==> src/design/ooo_core_pkg.sv <==
package ooo_core_pkg;

  // default tag width, 8 ROB entries
  parameter int rob_tag_w = 3;

  typedef enum logic [2:0] {
    OP_LI  = 3'd0,
    OP_ADD = 3'd1,
    OP_SUB = 3'd2,
    OP_XOR = 3'd3,
    OP_MUL = 3'd4
  } opcode_t;

  // instruction as it arrives at the core
  typedef struct packed {
    opcode_t     op;
    logic [4:0]  rd;
    logic [4:0]  rs1;
    logic [4:0]  rs2;
    logic [31:0] imm;
  } instr_t;

  // one write-back lane, only the low tag bits are used
  typedef struct packed {
    logic        valid;
    logic [7:0]  tag;
    logic [31:0] value;
  } cdb_t;

  typedef struct packed {
    logic [4:0]  rd;
    logic [31:0] value;
    logic [7:0]  tag;
  } commit_t;

  typedef struct packed {
    opcode_t     op;
    logic [7:0]  tag;
    logic [31:0] a;
    logic [31:0] b;
  } alu_req_t;

  typedef struct packed {
    logic [7:0]  tag;
    logic [31:0] a;
    logic [31:0] b;
  } mul_req_t;

endpackage

==> src/design/operand_queue.sv <==
module operand_queue #(
  parameter type payload_t = logic [31:0]
) (
  input  logic     clk,
  input  logic     rst,
  input  logic     push_valid,
  output logic     push_ready,
  input  payload_t push_data,
  output logic     pop_valid,
  input  logic     pop_ready,
  output payload_t pop_data
);

  payload_t   mem [2];
  logic       wr_ptr;
  logic       rd_ptr;
  logic [1:0] count;
  logic       do_push;
  logic       do_pop;

  assign push_ready = (count != 2'd2);
  assign pop_valid  = (count != 2'd0);
  assign pop_data   = mem[rd_ptr];
  assign do_push    = push_valid && push_ready;
  assign do_pop     = pop_valid && pop_ready;

  always_ff @(posedge clk) begin
    if (rst) begin
      wr_ptr <= 1'b0;
      rd_ptr <= 1'b0;
      count  <= 2'd0;
    end else begin
      if (do_push) wr_ptr <= ~wr_ptr;
      if (do_pop) rd_ptr <= ~rd_ptr;
      // push and pop together leave the count unchanged
      count <= count + {1'b0, do_push} - {1'b0, do_pop};
    end
  end

  always_ff @(posedge clk) begin
    if (do_push) mem[wr_ptr] <= push_data;
  end

  // one entry held exactly when the pointers differ
  a_count_bound: assert property (@(posedge clk) disable iff (rst)
    count <= 2'd2 && ((count == 2'd1) == (wr_ptr != rd_ptr)));

endmodule

==> src/design/reorder_buffer.sv <==
module reorder_buffer #(
  parameter int ROB_IDX_W = ooo_core_pkg::rob_tag_w
) (
  input  logic                    clk,
  input  logic                    rst,
  output logic                    rob_full,
  input  logic                    rob_push,
  input  logic [4:0]              push_rd,
  output logic [ROB_IDX_W-1:0]    alloc_tag,
  input  ooo_core_pkg::cdb_t      cdb [2],
  input  logic [ROB_IDX_W-1:0]    fwd1_tag,
  input  logic [ROB_IDX_W-1:0]    fwd2_tag,
  output logic                    fwd1_ready,
  output logic [31:0]             fwd1_val,
  output logic                    fwd2_ready,
  output logic [31:0]             fwd2_val,
  output logic                    commit_valid,
  input  logic                    commit_ready,
  output ooo_core_pkg::commit_t   commit_data
);

  localparam int DEPTH = 1 << ROB_IDX_W;

  logic [ROB_IDX_W-1:0] head;
  logic [ROB_IDX_W-1:0] tail;
  // occupied means allocated, ready means result written
  logic                 occupied [DEPTH];
  logic                 ready    [DEPTH];
  logic [4:0]           rd_arr   [DEPTH];
  logic [31:0]          val_arr  [DEPTH];
  logic                 pop;

  // ready flag in bit 32, value below it
  function automatic logic [32:0] fwd_lookup(input logic [ROB_IDX_W-1:0] tag);
    logic [32:0] res;
    res = '0;
    if (occupied[tag]) begin
      if (ready[tag]) res = {1'b1, val_arr[tag]};
      // bypass a result that is on the CDB this cycle
      for (int i = 0; i < 2; i++) begin
        if (cdb[i].valid && cdb[i].tag[ROB_IDX_W-1:0] == tag) begin
          res = {1'b1, cdb[i].value};
        end
      end
    end
    return res;
  endfunction

  assign rob_full     = occupied[head];
  assign alloc_tag    = head;
  assign commit_valid = occupied[tail] && ready[tail];
  assign pop          = commit_valid && commit_ready;

  always_comb begin
    commit_data.rd    = rd_arr[tail];
    commit_data.value = val_arr[tail];
    commit_data.tag   = 8'(tail);
  end

  always_comb begin
    {fwd1_ready, fwd1_val} = fwd_lookup(fwd1_tag);
    {fwd2_ready, fwd2_val} = fwd_lookup(fwd2_tag);
  end

  always_ff @(posedge clk) begin
    if (rst) begin
      head <= '0;
      tail <= '0;
      for (int i = 0; i < DEPTH; i++) begin
        occupied[i] <= 1'b0;
        ready[i]    <= 1'b0;
      end
    end else begin
      if (pop) begin
        occupied[tail] <= 1'b0;
        ready[tail]    <= 1'b0;
        tail           <= tail + 1'b1;
      end
      for (int i = 0; i < 2; i++) begin
        if (cdb[i].valid) ready[cdb[i].tag[ROB_IDX_W-1:0]] <= 1'b1;
      end
      if (rob_push) begin
        occupied[head] <= 1'b1;
        ready[head]    <= 1'b0;
        head           <= head + 1'b1;
      end
    end
  end

  always_ff @(posedge clk) begin
    for (int i = 0; i < 2; i++) begin
      if (cdb[i].valid) val_arr[cdb[i].tag[ROB_IDX_W-1:0]] <= cdb[i].value;
    end
    if (rob_push) rd_arr[head] <= push_rd;
  end

  a_no_push_full: assert property (@(posedge clk) disable iff (rst) rob_push |-> !rob_full);

  for (genvar g = 0; g < 2; g++) begin : g_cdb_chk
    a_cdb_occupied: assert property (@(posedge clk) disable iff (rst)
      cdb[g].valid |-> occupied[cdb[g].tag[ROB_IDX_W-1:0]]);
  end

endmodule

==> src/design/rename_regfile.sv <==
module rename_regfile #(
  parameter int ROB_IDX_W = ooo_core_pkg::rob_tag_w
) (
  input  logic                  clk,
  input  logic                  rst,
  input  logic [4:0]            rs1_idx,
  input  logic [4:0]            rs2_idx,
  output logic [31:0]           rs1_val,
  output logic [31:0]           rs2_val,
  output logic                  rs1_pend,
  output logic                  rs2_pend,
  output logic [ROB_IDX_W-1:0]  rs1_tag,
  output logic [ROB_IDX_W-1:0]  rs2_tag,
  input  logic                  rename_we,
  input  logic [4:0]            rename_rd,
  input  logic [ROB_IDX_W-1:0]  rename_tag,
  input  logic                  commit_we,
  input  ooo_core_pkg::commit_t commit_data
);

  logic [31:0]          regs [32];
  logic                 pend [32];
  logic [ROB_IDX_W-1:0] tags [32];
  logic                 clear_pend;

  assign rs1_val  = regs[rs1_idx];
  assign rs2_val  = regs[rs2_idx];
  assign rs1_pend = pend[rs1_idx];
  assign rs2_pend = pend[rs2_idx];
  assign rs1_tag  = tags[rs1_idx];
  assign rs2_tag  = tags[rs2_idx];

  // only the newest producer may clear its register, a fresh rename wins
  assign clear_pend = commit_we && pend[commit_data.rd] &&
                      (tags[commit_data.rd] == commit_data.tag[ROB_IDX_W-1:0]) &&
                      !(rename_we && rename_rd == commit_data.rd);

  always_ff @(posedge clk) begin
    if (rst) begin
      for (int i = 0; i < 32; i++) begin
        regs[i] <= '0;
        pend[i] <= 1'b0;
        tags[i] <= '0;
      end
    end else begin
      // x0 is never written or renamed
      if (commit_we && commit_data.rd != 5'd0) regs[commit_data.rd] <= commit_data.value;
      if (clear_pend) pend[commit_data.rd] <= 1'b0;
      if (rename_we && rename_rd != 5'd0) begin
        pend[rename_rd] <= 1'b1;
        tags[rename_rd] <= rename_tag;
      end
    end
  end

endmodule

==> src/design/dispatch_unit.sv <==
module dispatch_unit #(
  parameter int ROB_IDX_W = ooo_core_pkg::rob_tag_w
) (
  input  logic                   in_valid,
  output logic                   in_ready,
  input  ooo_core_pkg::instr_t   in_instr,
  output logic [4:0]             rs1_idx,
  output logic [4:0]             rs2_idx,
  input  logic [31:0]            rs1_val,
  input  logic [31:0]            rs2_val,
  input  logic                   rs1_pend,
  input  logic                   rs2_pend,
  input  logic [ROB_IDX_W-1:0]   rs1_tag,
  input  logic [ROB_IDX_W-1:0]   rs2_tag,
  output logic [ROB_IDX_W-1:0]   fwd1_tag,
  output logic [ROB_IDX_W-1:0]   fwd2_tag,
  input  logic                   fwd1_ready,
  input  logic [31:0]            fwd1_val,
  input  logic                   fwd2_ready,
  input  logic [31:0]            fwd2_val,
  input  logic                   rob_full,
  input  logic [ROB_IDX_W-1:0]   alloc_tag,
  output logic                   rob_push,
  output logic [4:0]             push_rd,
  output logic                   rename_we,
  output logic [4:0]             rename_rd,
  output logic                   alu_valid,
  input  logic                   alu_ready,
  output ooo_core_pkg::alu_req_t alu_req,
  output logic                   mul_valid,
  input  logic                   mul_ready,
  output ooo_core_pkg::mul_req_t mul_req
);

  import ooo_core_pkg::*;

  logic        is_mul;
  logic        needs_src;
  logic        src1_ok;
  logic        src2_ok;
  logic [31:0] op_a;
  logic [31:0] op_b;
  logic        lane_ready;

  assign rs1_idx  = in_instr.rs1;
  assign rs2_idx  = in_instr.rs2;
  assign fwd1_tag = rs1_tag;
  assign fwd2_tag = rs2_tag;

  assign is_mul    = (in_instr.op == OP_MUL);
  // LI carries its value in imm and reads no register
  assign needs_src = (in_instr.op != OP_LI);
  assign src1_ok   = !needs_src || !rs1_pend || fwd1_ready;
  assign src2_ok   = !needs_src || !rs2_pend || fwd2_ready;
  assign op_a      = rs1_pend ? fwd1_val : rs1_val;
  assign op_b      = !needs_src ? in_instr.imm : (rs2_pend ? fwd2_val : rs2_val);

  assign lane_ready = is_mul ? mul_ready : alu_ready;
  assign in_ready   = !rob_full && src1_ok && src2_ok && lane_ready;

  assign rob_push  = in_valid && in_ready;
  assign push_rd   = in_instr.rd;
  assign rename_we = rob_push && (in_instr.rd != 5'd0);
  assign rename_rd = in_instr.rd;

  assign alu_valid = rob_push && !is_mul;
  assign mul_valid = rob_push && is_mul;
  assign alu_req   = '{op: in_instr.op, tag: 8'(alloc_tag), a: op_a, b: op_b};
  assign mul_req   = '{tag: 8'(alloc_tag), a: op_a, b: op_b};

endmodule

==> src/design/alu_unit.sv <==
module alu_unit (
  input  logic                   clk,
  input  logic                   rst,
  input  logic                   req_valid,
  input  ooo_core_pkg::alu_req_t req,
  output ooo_core_pkg::cdb_t     cdb
);

  import ooo_core_pkg::*;

  logic [31:0] result;

  always_comb begin
    case (req.op)
      OP_ADD:  result = req.a + req.b;
      OP_SUB:  result = req.a - req.b;
      OP_XOR:  result = req.a ^ req.b;
      // LI passes the immediate through on b
      default: result = req.b;
    endcase
  end

  always_ff @(posedge clk) begin
    if (rst) cdb.valid <= 1'b0;
    else cdb.valid <= req_valid;
    cdb.tag   <= req.tag;
    cdb.value <= result;
  end

endmodule

==> src/design/mul_unit.sv <==
module mul_unit (
  input  logic                   clk,
  input  logic                   rst,
  input  logic                   req_valid,
  input  ooo_core_pkg::mul_req_t req,
  output ooo_core_pkg::cdb_t     cdb
);

  // stage 1 holds the 16x16 partial products
  logic        s1_valid;
  logic [7:0]  s1_tag;
  logic [31:0] s1_ll;
  logic [15:0] s1_hl;
  logic [15:0] s1_lh;
  // stage 2 has the cross terms folded together
  logic        s2_valid;
  logic [7:0]  s2_tag;
  logic [31:0] s2_ll;
  logic [15:0] s2_cross;

  always_ff @(posedge clk) begin
    if (rst) begin
      s1_valid  <= 1'b0;
      s2_valid  <= 1'b0;
      cdb.valid <= 1'b0;
    end else begin
      s1_valid  <= req_valid;
      s2_valid  <= s1_valid;
      cdb.valid <= s2_valid;
    end
    cdb.tag   <= s2_tag;
    cdb.value <= s2_ll + {s2_cross, 16'h0000};
  end

  always_ff @(posedge clk) begin
    s1_tag   <= req.tag;
    s1_ll    <= req.a[15:0] * req.b[15:0];
    // high x high only reaches bit 32 and above, so it is dropped
    s1_hl    <= 16'(req.a[31:16] * req.b[15:0]);
    s1_lh    <= 16'(req.a[15:0] * req.b[31:16]);
    s2_tag   <= s1_tag;
    s2_ll    <= s1_ll;
    s2_cross <= s1_hl + s1_lh;
  end

  a_latency: assert property (@(posedge clk) disable iff (rst)
    req_valid |-> ##3 (cdb.valid && cdb.tag == $past(req.tag, 3) &&
                       cdb.value == $past(req.a, 3) * $past(req.b, 3)));

endmodule

==> src/design/ooo_core_top.sv <==
module ooo_core_top #(
  parameter int ROB_IDX_W = ooo_core_pkg::rob_tag_w
) (
  input  logic                  clk,
  input  logic                  rst,
  input  logic                  in_valid,
  output logic                  in_ready,
  input  ooo_core_pkg::instr_t  in_instr,
  output logic                  commit_valid,
  input  logic                  commit_ready,
  output ooo_core_pkg::commit_t commit_data
);

  import ooo_core_pkg::*;

  logic [4:0]           rs1_idx;
  logic [4:0]           rs2_idx;
  logic [31:0]          rs1_val;
  logic [31:0]          rs2_val;
  logic                 rs1_pend;
  logic                 rs2_pend;
  logic [ROB_IDX_W-1:0] rs1_tag;
  logic [ROB_IDX_W-1:0] rs2_tag;
  logic [ROB_IDX_W-1:0] fwd1_tag;
  logic [ROB_IDX_W-1:0] fwd2_tag;
  logic                 fwd1_ready;
  logic                 fwd2_ready;
  logic [31:0]          fwd1_val;
  logic [31:0]          fwd2_val;
  logic                 rob_full;
  logic [ROB_IDX_W-1:0] alloc_tag;
  logic                 rob_push;
  logic [4:0]           push_rd;
  logic                 rename_we;
  logic [4:0]           rename_rd;
  logic                 alu_push_valid;
  logic                 alu_push_ready;
  alu_req_t             alu_push_req;
  logic                 mul_push_valid;
  logic                 mul_push_ready;
  mul_req_t             mul_push_req;
  logic                 alu_q_valid;
  alu_req_t             alu_q_req;
  logic                 mul_q_valid;
  mul_req_t             mul_q_req;
  cdb_t                 cdb [2];
  logic                 commit_fire;

  // the pop handshake also writes the register file
  assign commit_fire = commit_valid && commit_ready;

  dispatch_unit #(.ROB_IDX_W(ROB_IDX_W)) i_dispatch (
    .in_valid, .in_ready, .in_instr,
    .rs1_idx, .rs2_idx, .rs1_val, .rs2_val,
    .rs1_pend, .rs2_pend, .rs1_tag, .rs2_tag,
    .fwd1_tag, .fwd2_tag, .fwd1_ready, .fwd1_val, .fwd2_ready, .fwd2_val,
    .rob_full, .alloc_tag, .rob_push, .push_rd, .rename_we, .rename_rd,
    .alu_valid(alu_push_valid), .alu_ready(alu_push_ready), .alu_req(alu_push_req),
    .mul_valid(mul_push_valid), .mul_ready(mul_push_ready), .mul_req(mul_push_req)
  );

  rename_regfile #(.ROB_IDX_W(ROB_IDX_W)) i_regfile (
    .clk, .rst, .rs1_idx, .rs2_idx, .rs1_val, .rs2_val,
    .rs1_pend, .rs2_pend, .rs1_tag, .rs2_tag,
    .rename_we, .rename_rd, .rename_tag(alloc_tag),
    .commit_we(commit_fire), .commit_data
  );

  reorder_buffer #(.ROB_IDX_W(ROB_IDX_W)) i_rob (
    .clk, .rst, .rob_full, .rob_push, .push_rd, .alloc_tag, .cdb,
    .fwd1_tag, .fwd2_tag, .fwd1_ready, .fwd1_val, .fwd2_ready, .fwd2_val,
    .commit_valid, .commit_ready, .commit_data
  );

  // both lanes accept every cycle
  operand_queue #(.payload_t(alu_req_t)) i_alu_q (
    .clk, .rst,
    .push_valid(alu_push_valid), .push_ready(alu_push_ready), .push_data(alu_push_req),
    .pop_valid(alu_q_valid), .pop_ready(1'b1), .pop_data(alu_q_req)
  );

  operand_queue #(.payload_t(mul_req_t)) i_mul_q (
    .clk, .rst,
    .push_valid(mul_push_valid), .push_ready(mul_push_ready), .push_data(mul_push_req),
    .pop_valid(mul_q_valid), .pop_ready(1'b1), .pop_data(mul_q_req)
  );

  alu_unit i_alu (.clk, .rst, .req_valid(alu_q_valid), .req(alu_q_req), .cdb(cdb[0]));

  mul_unit i_mul (.clk, .rst, .req_valid(mul_q_valid), .req(mul_q_req), .cdb(cdb[1]));

endmodule

==> config.mk <==
export PLATFORM = sky130hd
export DESIGN_NAME = ooo_core_top
export DESIGN_NICKNAME = d
export VERILOG_FILES = /design/src/design/ooo_core_pkg.sv /design/src/design/operand_queue.sv /design/src/design/reorder_buffer.sv /design/src/design/rename_regfile.sv /design/src/design/dispatch_unit.sv /design/src/design/alu_unit.sv /design/src/design/mul_unit.sv /design/src/design/ooo_core_top.sv
export SDC_FILE = /design/constraint.sdc
export NUM_CORES = 2
export LEC_CHECK = 0
export BUFFER_PORTS_ARGS = -buffer_cell sky130_fd_sc_hd__buf_2
export CELL_PAD_IN_SITES_DETAIL_PLACEMENT = 0
export CELL_PAD_IN_SITES_GLOBAL_PLACEMENT = 2
export CORE_MARGIN = 2
export CORE_UTILIZATION = 25
export CTS_BUF_LIST = sky130_fd_sc_hd__clkbuf_4 sky130_fd_sc_hd__clkbuf_8
export DETAILED_ROUTE_END_ITERATION = 10
export HOLD_SLACK_MARGIN = 0.08
export PLACE_DENSITY_LB_ADDON = 0.2
export REMOVE_ABC_BUFFERS = 1
export SYNTH_ARGS = -nofsm -noshare
export SYNTH_HDL_FRONTEND = slang
export SYNTH_SLANG_ARGS = --single-unit
==> constraint.sdc <==
create_clock -name clk -period 19.2 [get_ports clk]
set_clock_uncertainty 0.05 [all_clocks]
set_input_delay 1.92 -clock clk [delete_from_list [all_inputs] [get_ports clk]]
set_output_delay 1.92 -clock clk [all_outputs]
set_load 0.01 [all_outputs]
==> impl_results.md <==
- Status: finished, final reports clean
- Asr flop ratio synth: 0%
- GP Congestion: 0.8400
- Vias in the first global route: 84780
- Peak fanout along the critical path: 37
- Critical Path RT: 17.23 ns
- Max VDD drop: 0.09429 mV
- DRC marker count from the first detailed-route iteration: 7887
- Layout cell share with drive strength beyond 1: 24.81%
- GR Overflow Total: 0
- Signal arrival time at the worst endpoint: 6.96 ns
- Seq/Total Area, Yosys: 47.89%
- CTS tree: done
- Rel. slew slack: 9.142%
- CTS resizes: 0
- Yosys warns: 0
- Final setup fails: 0
- Largest net degree at the start of global routing: 86
- Yosys reg bits: 1952
- Mean Syn Cell Area: 12.59 µm²
- Hold buffers post-CTS: 0
- DR vias/cell: 5.132
- Hold Crit Class: flip-flop to flip-flop
- Power Total: 0.01420 W
- Synth area leaders: edfxtp_1, mux4_2, fa_1, nor2_1, dfxtp_1
- Slew @ Worst Pin: 1.325 ns
- Final net count: 9984
- Max-slew violation count: 0
- Final period utilization: 46.52%
- GRT Util Overall: 21.73%
- Most frequent cell after synthesis: edfxtp_1
- Drt first pass iters: 6
- RSZ-0062 raised after global routing: no
- Die ar.: 473200 µm²
- HPWL Detailed: 331500 µm
- Port-buffer cells: 95
- Fin crit period: 8.932 ns
- Antenna viol nets, final: 0
- Die Wd: 687.9 µm
- Synth Flop Type: edfxtp_1
- CP Capture Type: output pin
- Yosys top cell by area: edfxtp_1
- Core area: 466700 µm²
- MaxCap Viol Count: 0
- Routed len/inst: 32.94 µm
- Highest Clock Rate: 0.1120 GHz
- Final Hold Violating Endpoints: 0
- Dpl cells: 15130
- Setup Buffers After CTS: 0
- Clock latency on the worst-skew pair: 1.14 ns
- Final wirelength: 522000 µm
- Vias: 81310
- DRC: 0
- CTS root buf: clkbuf_8
- Startpoint Class: input pin
- Synth Cell Area: 116900 µm²
- # clock sinks: 1952
- IO Count: 101
- Clk buf depth: 4
- Cells after Synth: 9288
- Height of the die: 687.9 µm
- Netlist cell types: 90
- Pleak: 48.90 nW
- H-tree depth: 5
- Area grow syn2layout: 13.93%
- Cell Count, Final, Fillers Out: 15850
- Number of core rows: 251
- WS Path Type: input pin to output pin
- CTS Buf Count: 371
- Sum Neg Setup Slack: 0 ns
- Commonest cells post-synth: edfxtp_1, nor2_1, mux4_2
- Hold_ws: 0.1649 ns
- PD cells: 106.6 nW/µm²
- Initial antenna violation count: 46
- Post-synth top area share: 43.40%
- Initial Util: 25.05%
- Post-synth EDFFs: 1690
- Global-route wire length before repair: 713600 µm
- Clock slew at reported path FFs: 0.06 ns
-- final timing paths --
kind                            cells after the start           start               to  slack [ns]
worst max register to register                     24       flip-flop  i_mul.s1_ll[31]       10.55
worst min-delay path                                0  i_mul.s1_ll[6]   i_mul.s2_ll[6]        0.16
worst min register to register                      0  i_mul.s1_ll[6]   i_mul.s2_ll[6]        0.16
worst max-delay path                               14    in_instr[33]         in_ready       10.27
-- power by group --
| group | internal (W) | switching (W) | total, W |
|---|---|---|---|
| Sequential | 0.00505 | 0.000436 | 0.00549 |
| Combinational | 0.00178 | 0.00258 | 0.00436 |
| Clock | 0.00235 | 0.00200 | 0.00435 |
| Total | 0.00918 | 0.00502 | 0.0142 |
-- per-layer routing --
layer	vias to the layer above	part of all wire, %	track usage [%]	routed length (µm)
li1	34060	-	-	-
met1	43330	42	28.22	217200
met2	3113	49	37.26	255500
met3	798	5.8	2.940	30280
met4	10	3.6	7.183	18920
met5	-	0.012	0	64
-- worst max-delay path, stage by stage --
cell	delay [ns]
buf_8	0.27
buf_4	0.45
mux4_2	0.56
a22oi_1	0.24
o21a_1	0.27
nand3_4	0.64
xnor2_1	0.34
o211ai_1	0.12
buf_4	0.77
o21ai_0	0.33
o31ai_1	0.38
buf_4	0.21
nor2_1	0.08
buf_2	0.18
-- stage by stage --
stage	util, %	instance area [µm²]	setup WS, ns
finish	28.54	133200	10.27
global route	28.54	133200	10.05
CTS	28.52	133100	10.24
detailed placement	26.90	125500	10.26
global placement	26.90	125500	10.23
floorplan	-	114200	7.454
-- flip-flops by register name, indices dropped and copies added, names as in the netlist, 36 cells and up, named ones only --
signal	flops
i_rob.rd_arr	40
i_mul.cdb	36
i_rob.val_arr	256
i_mul_q.mem	134
i_alu.cdb	36
i_alu_q.mem	140
i_regfile.tags	96
i_regfile.regs	1024
-- layout make-up --
class	instances	area, µm²
timing repair buffer	353	2549
sequential	1952	56010
clock buffer	537	6528
multi-input combinational	6047	57020
tap	6198	7755
clock inverter	129	1036
antenna	47	117.6
inverter	582	2187
fill	47720	333500
-- cell usage in the layout, fill, tap and decap left out, drive strengths merged, types with 193 or more instances in the layout --
| cell type | netlist | routed |
|---|---|---|
| mux2 | 405 | 405 |
| clkbuf | 536 | 539 |
| buf | 210 | 351 |
| nor2 | 1556 | 1556 |
| fa | 357 | 357 |
| o21ai | 193 | 193 |
| inv | 582 | 593 |
| edfxtp | 1690 | 1690 |
| dfxtp | 262 | 262 |
| ha | 266 | 266 |
| nand2 | 773 | 773 |
| mux2i | 356 | 356 |
| mux4 | 813 | 813 |
-- logic make-up after synthesis --
| group | share of synthesized area, % |
|---|---|
| simple gates | 10.09 |
| flops | 47.89 |
| mux | 22.61 |
| buf+inv | 4.352 |
| compound gates | 4.517 |
| fa+ha+maj | 8.959 |
| xor+xnor | 1.581 |
| other cells | 0.003207 |
Note: power is estimated with default switching activity, not from simulation.
